$ cat config.mk
export PLATFORM = sky130hd
export DESIGN_NAME = fpu
export DESIGN_NICKNAME = d
export VERILOG_FILES = /design/src/hdl/fpu_pkg.sv /design/src/hdl/fpu_compare.sv /design/src/hdl/fpu_step_counter.sv /design/src/hdl/fpu_ctrl.sv /design/src/hdl/fpu_convert.sv /design/src/hdl/fpu.sv
export VERILOG_INCLUDE_DIRS = /design/src /design/src/include
export SDC_FILE = /design/constraint.sdc
export NUM_CORES = 1
export LEC_CHECK = 0
export BUFFER_PORTS_ARGS = -buffer_cell sky130_fd_sc_hd__buf_2
export CORE_MARGIN = 2
export CORE_UTILIZATION = 55
export CTS_CLUSTER_SIZE = 14
export DETAILED_ROUTE_END_ITERATION = 16
export MAX_ROUTING_LAYER = met4
export PLACE_DENSITY_LB_ADDON = 0.12
export SLEW_MARGIN = 40
export SYNTH_ARGS = -nofsm -noshare
export SYNTH_HDL_FRONTEND = slang
export SYNTH_SLANG_ARGS = --single-unit
$ cat constraint.sdc
create_clock -name i_clock -period 8.91 [get_ports i_clock]
set_input_delay 0.891 -clock i_clock [delete_from_list [all_inputs] [get_ports i_clock]]
set_output_delay 0.891 -clock i_clock [all_outputs]
set_load 0.05 [all_outputs]
$ cat src/include/fpu_defines.svh
`ifndef FPU_DEFINES_SVH
`define FPU_DEFINES_SVH

`define FPU_OP_W		5
`define FPU_XLEN		32
`define FPU_BIAS		127
`define FPU_QNAN		32'h7fc00000

// Operation codes
`define FPU_OP_MOV			5'd0
`define FPU_OP_SGNJ			5'd1
`define FPU_OP_SGNJN		5'd2
`define FPU_OP_SGNJX		5'd3
`define FPU_OP_CMP_EQUAL	5'd4
`define FPU_OP_CMP_LESS		5'd5
`define FPU_OP_CMP_LEQUAL	5'd6
`define FPU_OP_MIN			5'd7
`define FPU_OP_MAX			5'd8
`define FPU_OP_F2I			5'd9
`define FPU_OP_I2F			5'd10
`define FPU_OP_UI2F			5'd11

`endif

$ cat src/hdl/fpu_pkg.sv
`include "fpu_defines.svh"

package fpu_pkg;

	// Single precision word, seen as float fields or as a signed integer
	typedef union packed {
		struct packed {
			logic			sign;
			logic [7:0]		exp;
			logic [22:0]	frac;
		} f;
		logic signed [`FPU_XLEN-1:0] i;
	} fpu_word_t;

	// Conversion sequencer
	typedef enum logic [1:0] {
		IDLE,
		LOAD,
		SHIFT,
		DONE
	} fpu_state_t;

endpackage

$ cat src/hdl/fpu_compare.sv
`include "fpu_defines.svh"

`timescale 1ns/10ps

module fpu_compare (
	input  fpu_pkg::fpu_word_t		i_op1,
	input  fpu_pkg::fpu_word_t		i_op2,
	output logic					o_equal,
	output logic					o_less,
	output logic [`FPU_XLEN-1:0]	o_min,
	output logic [`FPU_XLEN-1:0]	o_max
);

	logic nan1;
	logic nan2;
	logic any_nan;
	logic both_zero;
	logic [30:0] mag1;
	logic [30:0] mag2;
	logic lt;

	assign mag1 = {i_op1.f.exp, i_op1.f.frac};
	assign mag2 = {i_op2.f.exp, i_op2.f.frac};

	assign nan1 = (i_op1.f.exp == 8'hff) && (i_op1.f.frac != 23'd0);
	assign nan2 = (i_op2.f.exp == 8'hff) && (i_op2.f.frac != 23'd0);
	assign any_nan = nan1 | nan2;
	assign both_zero = (mag1 == 31'd0) && (mag2 == 31'd0);

	// Sign first, then magnitude; -0 sorts below +0 here
	always_comb begin
		if (i_op1.f.sign != i_op2.f.sign) begin
			lt = i_op1.f.sign;
		end else if (i_op1.f.sign) begin
			lt = mag1 > mag2;	// Both negative
		end else begin
			lt = mag1 < mag2;
		end
	end

	assign o_equal = !any_nan && ((i_op1.i == i_op2.i) || both_zero);
	assign o_less = !any_nan && !both_zero && lt;	// +0 and -0 compare equal

	always_comb begin
		if (nan1 && nan2) begin
			o_min = `FPU_QNAN;
			o_max = `FPU_QNAN;
		end else if (nan1) begin
			o_min = i_op2;	// Lone NaN loses
			o_max = i_op2;
		end else if (nan2) begin
			o_min = i_op1;
			o_max = i_op1;
		end else begin
			o_min = lt ? i_op1 : i_op2;
			o_max = lt ? i_op2 : i_op1;
		end
	end

endmodule

$ cat src/hdl/fpu_step_counter.sv
`timescale 1ns/10ps

module fpu_step_counter (
	input  logic		i_clock,
	input  logic		i_arst_n,
	input  logic		i_load,
	input  logic		i_en,
	input  logic [5:0]	i_steps,
	output logic		o_zero
);

	logic [5:0] count;
	logic [5:0] count_next;

	always_comb begin
		count_next = count;
		if (i_load) begin
			count_next = i_steps;
		end else if (i_en && (count != 6'd0)) begin
			count_next = count - 6'd1;
		end
	end

	always_ff @(posedge i_clock or negedge i_arst_n) begin
		if (!i_arst_n) begin
			count <= 6'd0;
		end else begin
			count <= count_next;
		end
	end

	// Looks at the count after this edge, so the last shift ends SHIFT
	assign o_zero = (count_next == 6'd0);

endmodule

$ cat src/hdl/fpu_ctrl.sv
`timescale 1ns/10ps

module fpu_ctrl (
	input  logic i_clock,
	input  logic i_arst_n,
	input  logic i_start,
	input  logic i_zero,
	output logic o_load,
	output logic o_cnt_load,
	output logic o_cnt_en,
	output logic o_shift,
	output logic o_finish,
	output logic o_ready
);

	import fpu_pkg::*;

	fpu_state_t state;
	fpu_state_t state_next;

	always_ff @(posedge i_clock or negedge i_arst_n) begin
		if (!i_arst_n) begin
			state <= IDLE;
		end else begin
			state <= state_next;
		end
	end

	// Once started, a conversion runs to DONE whatever i_start does
	always_comb begin
		state_next = state;
		case (state)
			IDLE: begin
				if (i_start) begin
					state_next = LOAD;
				end
			end
			LOAD: begin
				state_next = i_zero ? DONE : SHIFT;	// Nothing to shift
			end
			SHIFT: begin
				if (i_zero) begin
					state_next = DONE;
				end
			end
			default: begin
				state_next = IDLE;
			end
		endcase
	end

	assign o_load = (state == LOAD);
	assign o_cnt_load = (state == LOAD);
	assign o_cnt_en = (state == SHIFT);
	assign o_shift = (state == SHIFT);
	assign o_finish = (state == DONE);
	assign o_ready = (state == DONE);	// Single cycle pulse

endmodule

$ cat src/hdl/fpu_convert.sv
`include "fpu_defines.svh"

`timescale 1ns/10ps

module fpu_convert (
	input  logic					i_clock,
	input  logic					i_arst_n,
	input  logic [`FPU_OP_W-1:0]	i_op,
	input  fpu_pkg::fpu_word_t		i_operand,
	input  logic					i_load,
	input  logic					i_shift,
	input  logic					i_finish,
	output logic [5:0]				o_steps,
	output logic [`FPU_XLEN-1:0]	o_result
);

	import fpu_pkg::*;

	logic is_f2i;
	logic int_neg;
	logic [31:0] int_mag;
	logic [23:0] mant;
	logic [5:0] f2i_steps;
	logic [2:0] f2i_lsh;
	logic f2i_q;
	logic sign_q;
	logic sat_q;
	logic nan_q;
	logic zero_q;
	logic [31:0] mag_q;
	logic [7:0] exp_q;
	fpu_word_t res;

	function automatic logic [5:0] lead_zeros(input logic [31:0] v);
		logic [5:0] n;
		logic found;
		n = 6'd0;
		found = 1'b0;
		for (int k = 31; k >= 0; k--) begin
			if (v[k]) begin
				found = 1'b1;
			end else if (!found) begin
				n = n + 6'd1;
			end
		end
		return n;
	endfunction

	assign is_f2i = (i_op == `FPU_OP_F2I);
	assign int_neg = (i_op == `FPU_OP_I2F) && (i_operand.i < 0);
	assign int_mag = int_neg ? -i_operand.i : i_operand.i;
	assign mant = {|i_operand.f.exp, i_operand.f.frac};	// Denormals have no hidden one

	// Right shift by 150 - exp; exponents above 150 are pre-shifted left at load
	always_comb begin
		f2i_lsh = 3'd0;
		if (i_operand.f.exp >= 8'(`FPU_BIAS + 23)) begin
			f2i_steps = 6'd0;
			f2i_lsh = 3'(i_operand.f.exp - 8'(`FPU_BIAS + 23));
		end else if (i_operand.f.exp <= 8'(`FPU_BIAS - 8)) begin
			f2i_steps = 6'd31;
		end else begin
			f2i_steps = 6'(8'(`FPU_BIAS + 23) - i_operand.f.exp);
		end
	end

	always_comb begin
		if (is_f2i) begin
			o_steps = f2i_steps;
		end else if (int_mag == 32'd0) begin
			o_steps = 6'd0;
		end else begin
			o_steps = lead_zeros(int_mag);	// Normalize until bit 31 is set
		end
	end

	always_ff @(posedge i_clock or negedge i_arst_n) begin
		if (!i_arst_n) begin
			f2i_q <= 1'b0;
			sign_q <= 1'b0;
			sat_q <= 1'b0;
			nan_q <= 1'b0;
			zero_q <= 1'b0;
		end else if (i_load) begin
			f2i_q <= is_f2i;
			sign_q <= is_f2i ? i_operand.f.sign : int_neg;
			sat_q <= i_operand.f.exp >= 8'(`FPU_BIAS + 31);
			nan_q <= (i_operand.f.exp == 8'hff) && (i_operand.f.frac != 23'd0);
			zero_q <= (int_mag == 32'd0);
		end
	end

	always_ff @(posedge i_clock) begin
		if (i_load) begin
			mag_q <= is_f2i ? ({8'd0, mant} << f2i_lsh) : int_mag;
			exp_q <= 8'(`FPU_BIAS + 31);
		end else if (i_shift) begin
			mag_q <= f2i_q ? (mag_q >> 1) : (mag_q << 1);
			exp_q <= exp_q - 8'd1;	// One less per normalizing step
		end
	end

	always_comb begin
		res.i = '0;
		if (i_finish) begin
			if (f2i_q) begin
				if (nan_q) begin
					res.i = 32'h7fffffff;
				end else if (sat_q) begin
					res.i = sign_q ? 32'h80000000 : 32'h7fffffff;
				end else begin
					res.i = sign_q ? -mag_q : mag_q;
				end
			end else if (!zero_q) begin
				res.f.sign = sign_q;
				res.f.exp = exp_q;
				res.f.frac = mag_q[30:8];	// Truncated toward zero
			end
		end
	end

	assign o_result = res;

endmodule

$ cat src/hdl/fpu.sv
`include "fpu_defines.svh"

`timescale 1ns/10ps

module fpu (
	input  logic					i_clock,
	input  logic					i_arst_n,
	input  logic					i_request,
	input  logic [`FPU_OP_W-1:0]	i_op,
	input  logic [`FPU_XLEN-1:0]	i_op1,
	input  logic [`FPU_XLEN-1:0]	i_op2,
	output logic					o_ready,
	output logic [`FPU_XLEN-1:0]	o_result
);

	logic is_conv;
	logic cmp_equal;
	logic cmp_less;
	logic [`FPU_XLEN-1:0] cmp_min;
	logic [`FPU_XLEN-1:0] cmp_max;
	logic cnv_load;
	logic cnt_load;
	logic cnt_en;
	logic cnv_shift;
	logic cnv_finish;
	logic cnv_ready;
	logic cnt_zero;
	logic [5:0] cnv_steps;
	logic [`FPU_XLEN-1:0] cnv_result;

	assign is_conv = (i_op == `FPU_OP_F2I) || (i_op == `FPU_OP_I2F) || (i_op == `FPU_OP_UI2F);

	fpu_compare u_compare (
		.i_op1(i_op1),
		.i_op2(i_op2),
		.o_equal(cmp_equal),
		.o_less(cmp_less),
		.o_min(cmp_min),
		.o_max(cmp_max)
	);

	fpu_ctrl u_ctrl (
		.i_clock(i_clock),
		.i_arst_n(i_arst_n),
		.i_start(i_request & is_conv),
		.i_zero(cnt_zero),
		.o_load(cnv_load),
		.o_cnt_load(cnt_load),
		.o_cnt_en(cnt_en),
		.o_shift(cnv_shift),
		.o_finish(cnv_finish),
		.o_ready(cnv_ready)
	);

	fpu_step_counter u_step_counter (
		.i_clock(i_clock),
		.i_arst_n(i_arst_n),
		.i_load(cnt_load),
		.i_en(cnt_en),
		.i_steps(cnv_steps),
		.o_zero(cnt_zero)
	);

	fpu_convert u_convert (
		.i_clock(i_clock),
		.i_arst_n(i_arst_n),
		.i_op(i_op),
		.i_operand(i_op1),
		.i_load(cnv_load),
		.i_shift(cnv_shift),
		.i_finish(cnv_finish),
		.o_steps(cnv_steps),
		.o_result(cnv_result)
	);

	// Everything but the conversions answers in the request cycle
	assign o_ready = i_request & (is_conv ? cnv_ready : 1'b1);

	always_comb begin
		case (i_op)
			`FPU_OP_MOV:		o_result = i_op1;
			`FPU_OP_SGNJ:		o_result = {i_op2[31], i_op1[30:0]};
			`FPU_OP_SGNJN:		o_result = {~i_op2[31], i_op1[30:0]};
			`FPU_OP_SGNJX:		o_result = {i_op1[31] ^ i_op2[31], i_op1[30:0]};
			`FPU_OP_CMP_EQUAL:	o_result = {31'd0, cmp_equal};
			`FPU_OP_CMP_LESS:	o_result = {31'd0, cmp_less};
			`FPU_OP_CMP_LEQUAL:	o_result = {31'd0, cmp_less | cmp_equal};
			`FPU_OP_MIN:		o_result = cmp_min;
			`FPU_OP_MAX:		o_result = cmp_max;
			`FPU_OP_F2I,
			`FPU_OP_I2F,
			`FPU_OP_UI2F:		o_result = cnv_result;
			default:			o_result = '0;	// Unknown op
		endcase
	end

endmodule

==> impl_results.md <==
* Outcome: finished with violations
* Failing checks: setup timing
* Total nets after synthesis at 1880
* Cell area after synthesis at 12520 um2
* Area growth from synthesis to layout at 35.44%
* Max_cap viols at 0
* Starting Density at 55.64%
* Commonest cells in the netlist: nand2_1, nor2_1, o21ai_0
* Fin nets at 2311
* Top sig layer: met4
* Slew headroom at 40.08%
* NetSw at 1.106 mW
* Clk_lat worst skew at 300 ps
* GR Overflow Total at 0
* R2r endpoint: u_ctrl.state[1]
* CP peak stage delay at 520 ps
* Worst setup EP type: register
* Yosys top cell by area: ha_1
* Final WL at 52030 um
* Setup crit start kind: input pin
* Post-synth cell types at 108
* Seq pwr share at 27.0%
* Setup-failing EPs final at 7
* Multi-input gate area at 10800 um2
* Routability cong. at 1.023
* Initial DRC count at 1964
* Placeable Area at 22500 um2
* Clk root buf: clkbuf_16
* Setup ws final at -12190 ps
* Share of the synthesized area in the top cell type at 7.695%
* Detail Route Antenna Nets at 0
* Final hold vios at 0
* CTS Sinks at 53
* Pwr dens at 136.1 nW/um2
* R2R Setup Slk at 5420 ps
* Crit-path slowest cell: or4_1
* Peak VDD IR at 188.7 uV
* FP Rows at 55
* Flops & latches, synth at 53
* DIE HEIGHT at 154.9 um
* Io pins at 105
* Post-layout minimum cycle time at 21100 ps
* Placed Area at 16230 um2
* First-pass GRT wire length at 78840 um
* Largest net degree at the start of global routing at 75
* DP HPWL at 41190 um
* Unrepaired setup endpoints after global routing: yes
* WS Path Type: in -> reg
* F_max at 47.39 MHz
* Via Count at 16120
* Worst R2R Start: u_ctrl.state[1]
* Pleak at 7.463 nW
* DR WL/cell at 21.22 um
* Sw Ratio at 47.92%
* Clock skew at 6.999 ps
* Final slew viol count at 0
* Clock transition at path regs at 60 ps
* Critical path arrival at 21280 ps
* GRT Overall Usage at 42.19%
* Required @ worst endpoint at 9090 ps
* # DRC at 0
* H-Tree Level Count at 2
* Pre-CTS setup slack at -12330 ps
* Per-instance average area after synthesis at 7.233 um2
* Hold Path Class: in -> async
* Most frequent CP cell: ha_1
* Initial antenna violation count at 4
* PortBufs at 104
* Int Pwr at 1.202 mW
* Post-route cell area at 16960 um2
* Clock share of power at 10.7%
* Area of the die at 23990 um2
* Die Wd at 154.9 um
* Met1 wire length at 20920 um
* Crit Path Max Fanout at 4
* Synth area leaders: ha_1, edfxtp_1, mux2i_1, nand2_1, o21ai_0
* Sequential area share after synthesis at 11.55%
* Vias in the first global route at 14630
* CTS tree: yes
* Detailed Routing Iterations Pass 1 at 6
* Share of post-route cells with drive strength above 1 at 32.27%
* Final hold slack at 476.7 ps
* Logic pwr share at 62.3%
* Most common cell in the synthesized netlist: nand2_1
* R2R cell count at 11
* Fillers at 1768
* Met3 WL at 4681 um
* # hold bufs at CTS at 0
* EDFF count, synth at 32
* Synth warn at 0
* Clock tree buffer depth at 2
* Worst slew pin tran at 890.5 ps
* Storage element area at 1448 um2
* Final worst path period share at 236.8%
* Post-synth top flop: edfxtp_1
* Vias/cell at 6.573
* Ys async rst share at 24.53%
* WL met2 at 23700 um
* CTS buffer count at 5
* Synth Instances at 1731
[final cells by class]
| type | instances | share of cell area (%) |
|---|---|---|
| well taps | 285 | 2.103 |
| multi-input cells | 1481 | 63.70 |
| diodes | 4 | 0.05903 |
| flip-flops and latches | 53 | 8.537 |
| inverters | 81 | 1.867 |
| clock inverters | 3 | 0.3837 |
| clock buffers | 5 | 0.7379 |
| repair buffers | 540 | 22.61 |
[how the worst max path moves through the flow]
stage          slack [ps]              end  startpoint  cells past startpoint
2_1_floorplan      -11620  u_ctrl.state[1]   i_op1[24]                    116
3_3_place_gp       -11680  u_ctrl.state[0]   i_op1[24]                    116
3_5_place_dp       -12330  u_ctrl.state[1]   i_op1[24]                    116
4_1_cts            -11640  u_ctrl.state[1]    i_op1[0]                    117
5_1_grt            -13170  u_ctrl.state[1]   i_op1[17]                    119
6_report           -12190  u_ctrl.state[1]   i_op1[17]                    119
[per-stage QoR]
step / cells / setup TNS, ps / power [mW] / utilization [%]
2_1_floorplan: 1731 / -75800 / 1.459 / -
3_3_place_gp: 2402 / -76410 / 1.894 / 72.04
3_5_place_dp: 2402 / -80740 / 1.930 / 72.12
4_1_cts: 2431 / -75710 / 2.208 / 73.95
5_1_grt: 2452 / -85710 / 2.436 / 75.35
6_report: 2452 / -79290 / 2.307 / 75.35
[layout by cell type (no fill, tap or decap), drive strengths merged, types with 12 or more instances in the layout]
cell type and count:
a21o 21, ha 77, xor2 39, xnor2 65
o31ai 14, nand2b 37, o211ai 33, nor2b 20
nor4 29, buf 540, nand4 30, dfrtp 13
or3 33, a31oi 14, mux2 16, and3 17
a211oi 25, nor3 54, a221o 30, and2 17
mux2i 92, a22oi 16, a21oi 113, inv 78
nor3b 12, a221oi 22, nor2 140, o22ai 28
nand3 59, edfxtp 32, o21a 13, nand2 167
o21ai 116
[power by group through the flow]
stage	registers, mW	clock network (mW)	logic (mW)
6_report	0.623	0.248	1.44
5_1_grt	0.637	0.257	1.54
4_1_cts	0.611	0.247	1.35
3_5_place_dp	0.616	0	1.31
3_3_place_gp	0.609	0	1.28
2_1_floorplan	0.557	0	0.903
[cell families (layout without fill, tap and decap cells)]
group,Yosys count,after routing,share of synthesized area [%]
xor+xnor,114,114,9.744
flops,53,53,11.55
buf+inv,197,629,6.166
fa+ha+maj,78,78,7.775
other cells,0,4,0
simple gates,660,660,27.25
mux,110,110,9.184
compound gates,519,519,28.32
[routing by layer]
metal  global-route usage, %  vias up
met5                       -        -
met4                   19.18        0
met3                   3.844      165
met2                   67.30      970
met1                   54.49     7597
li1                        -     7384
[state kept, by name (all words and copies together) (netlist names)]
register,flops
u_convert.f2i_q,1
u_ctrl.state,2
u_convert.nan_q,1
u_convert.mag_q,32
u_convert.exp_q,8
u_convert.sign_q,1
u_convert.sat_q,1
u_step_counter.count,6
u_convert.zero_q,1
[what timing repair did]
item	in CTS	in global routing
pin swaps	24	52
setup endpoints to repair	7	7
cloned	0	0
gates resized for setup	15	35
setup buffers	22	17
[worst max-delay path: cells and delay by family]
kind                       cells  cell delay (ps)
adders and majority gates     28             7710
AOI/OAI and AO/OA             29             4390
and+or+nand+nor               35             3920
muxes                         18             3260
buffers and inverters          8              920
xor gates and xnor gates       1              120
(Power assumes the default switching activity.)
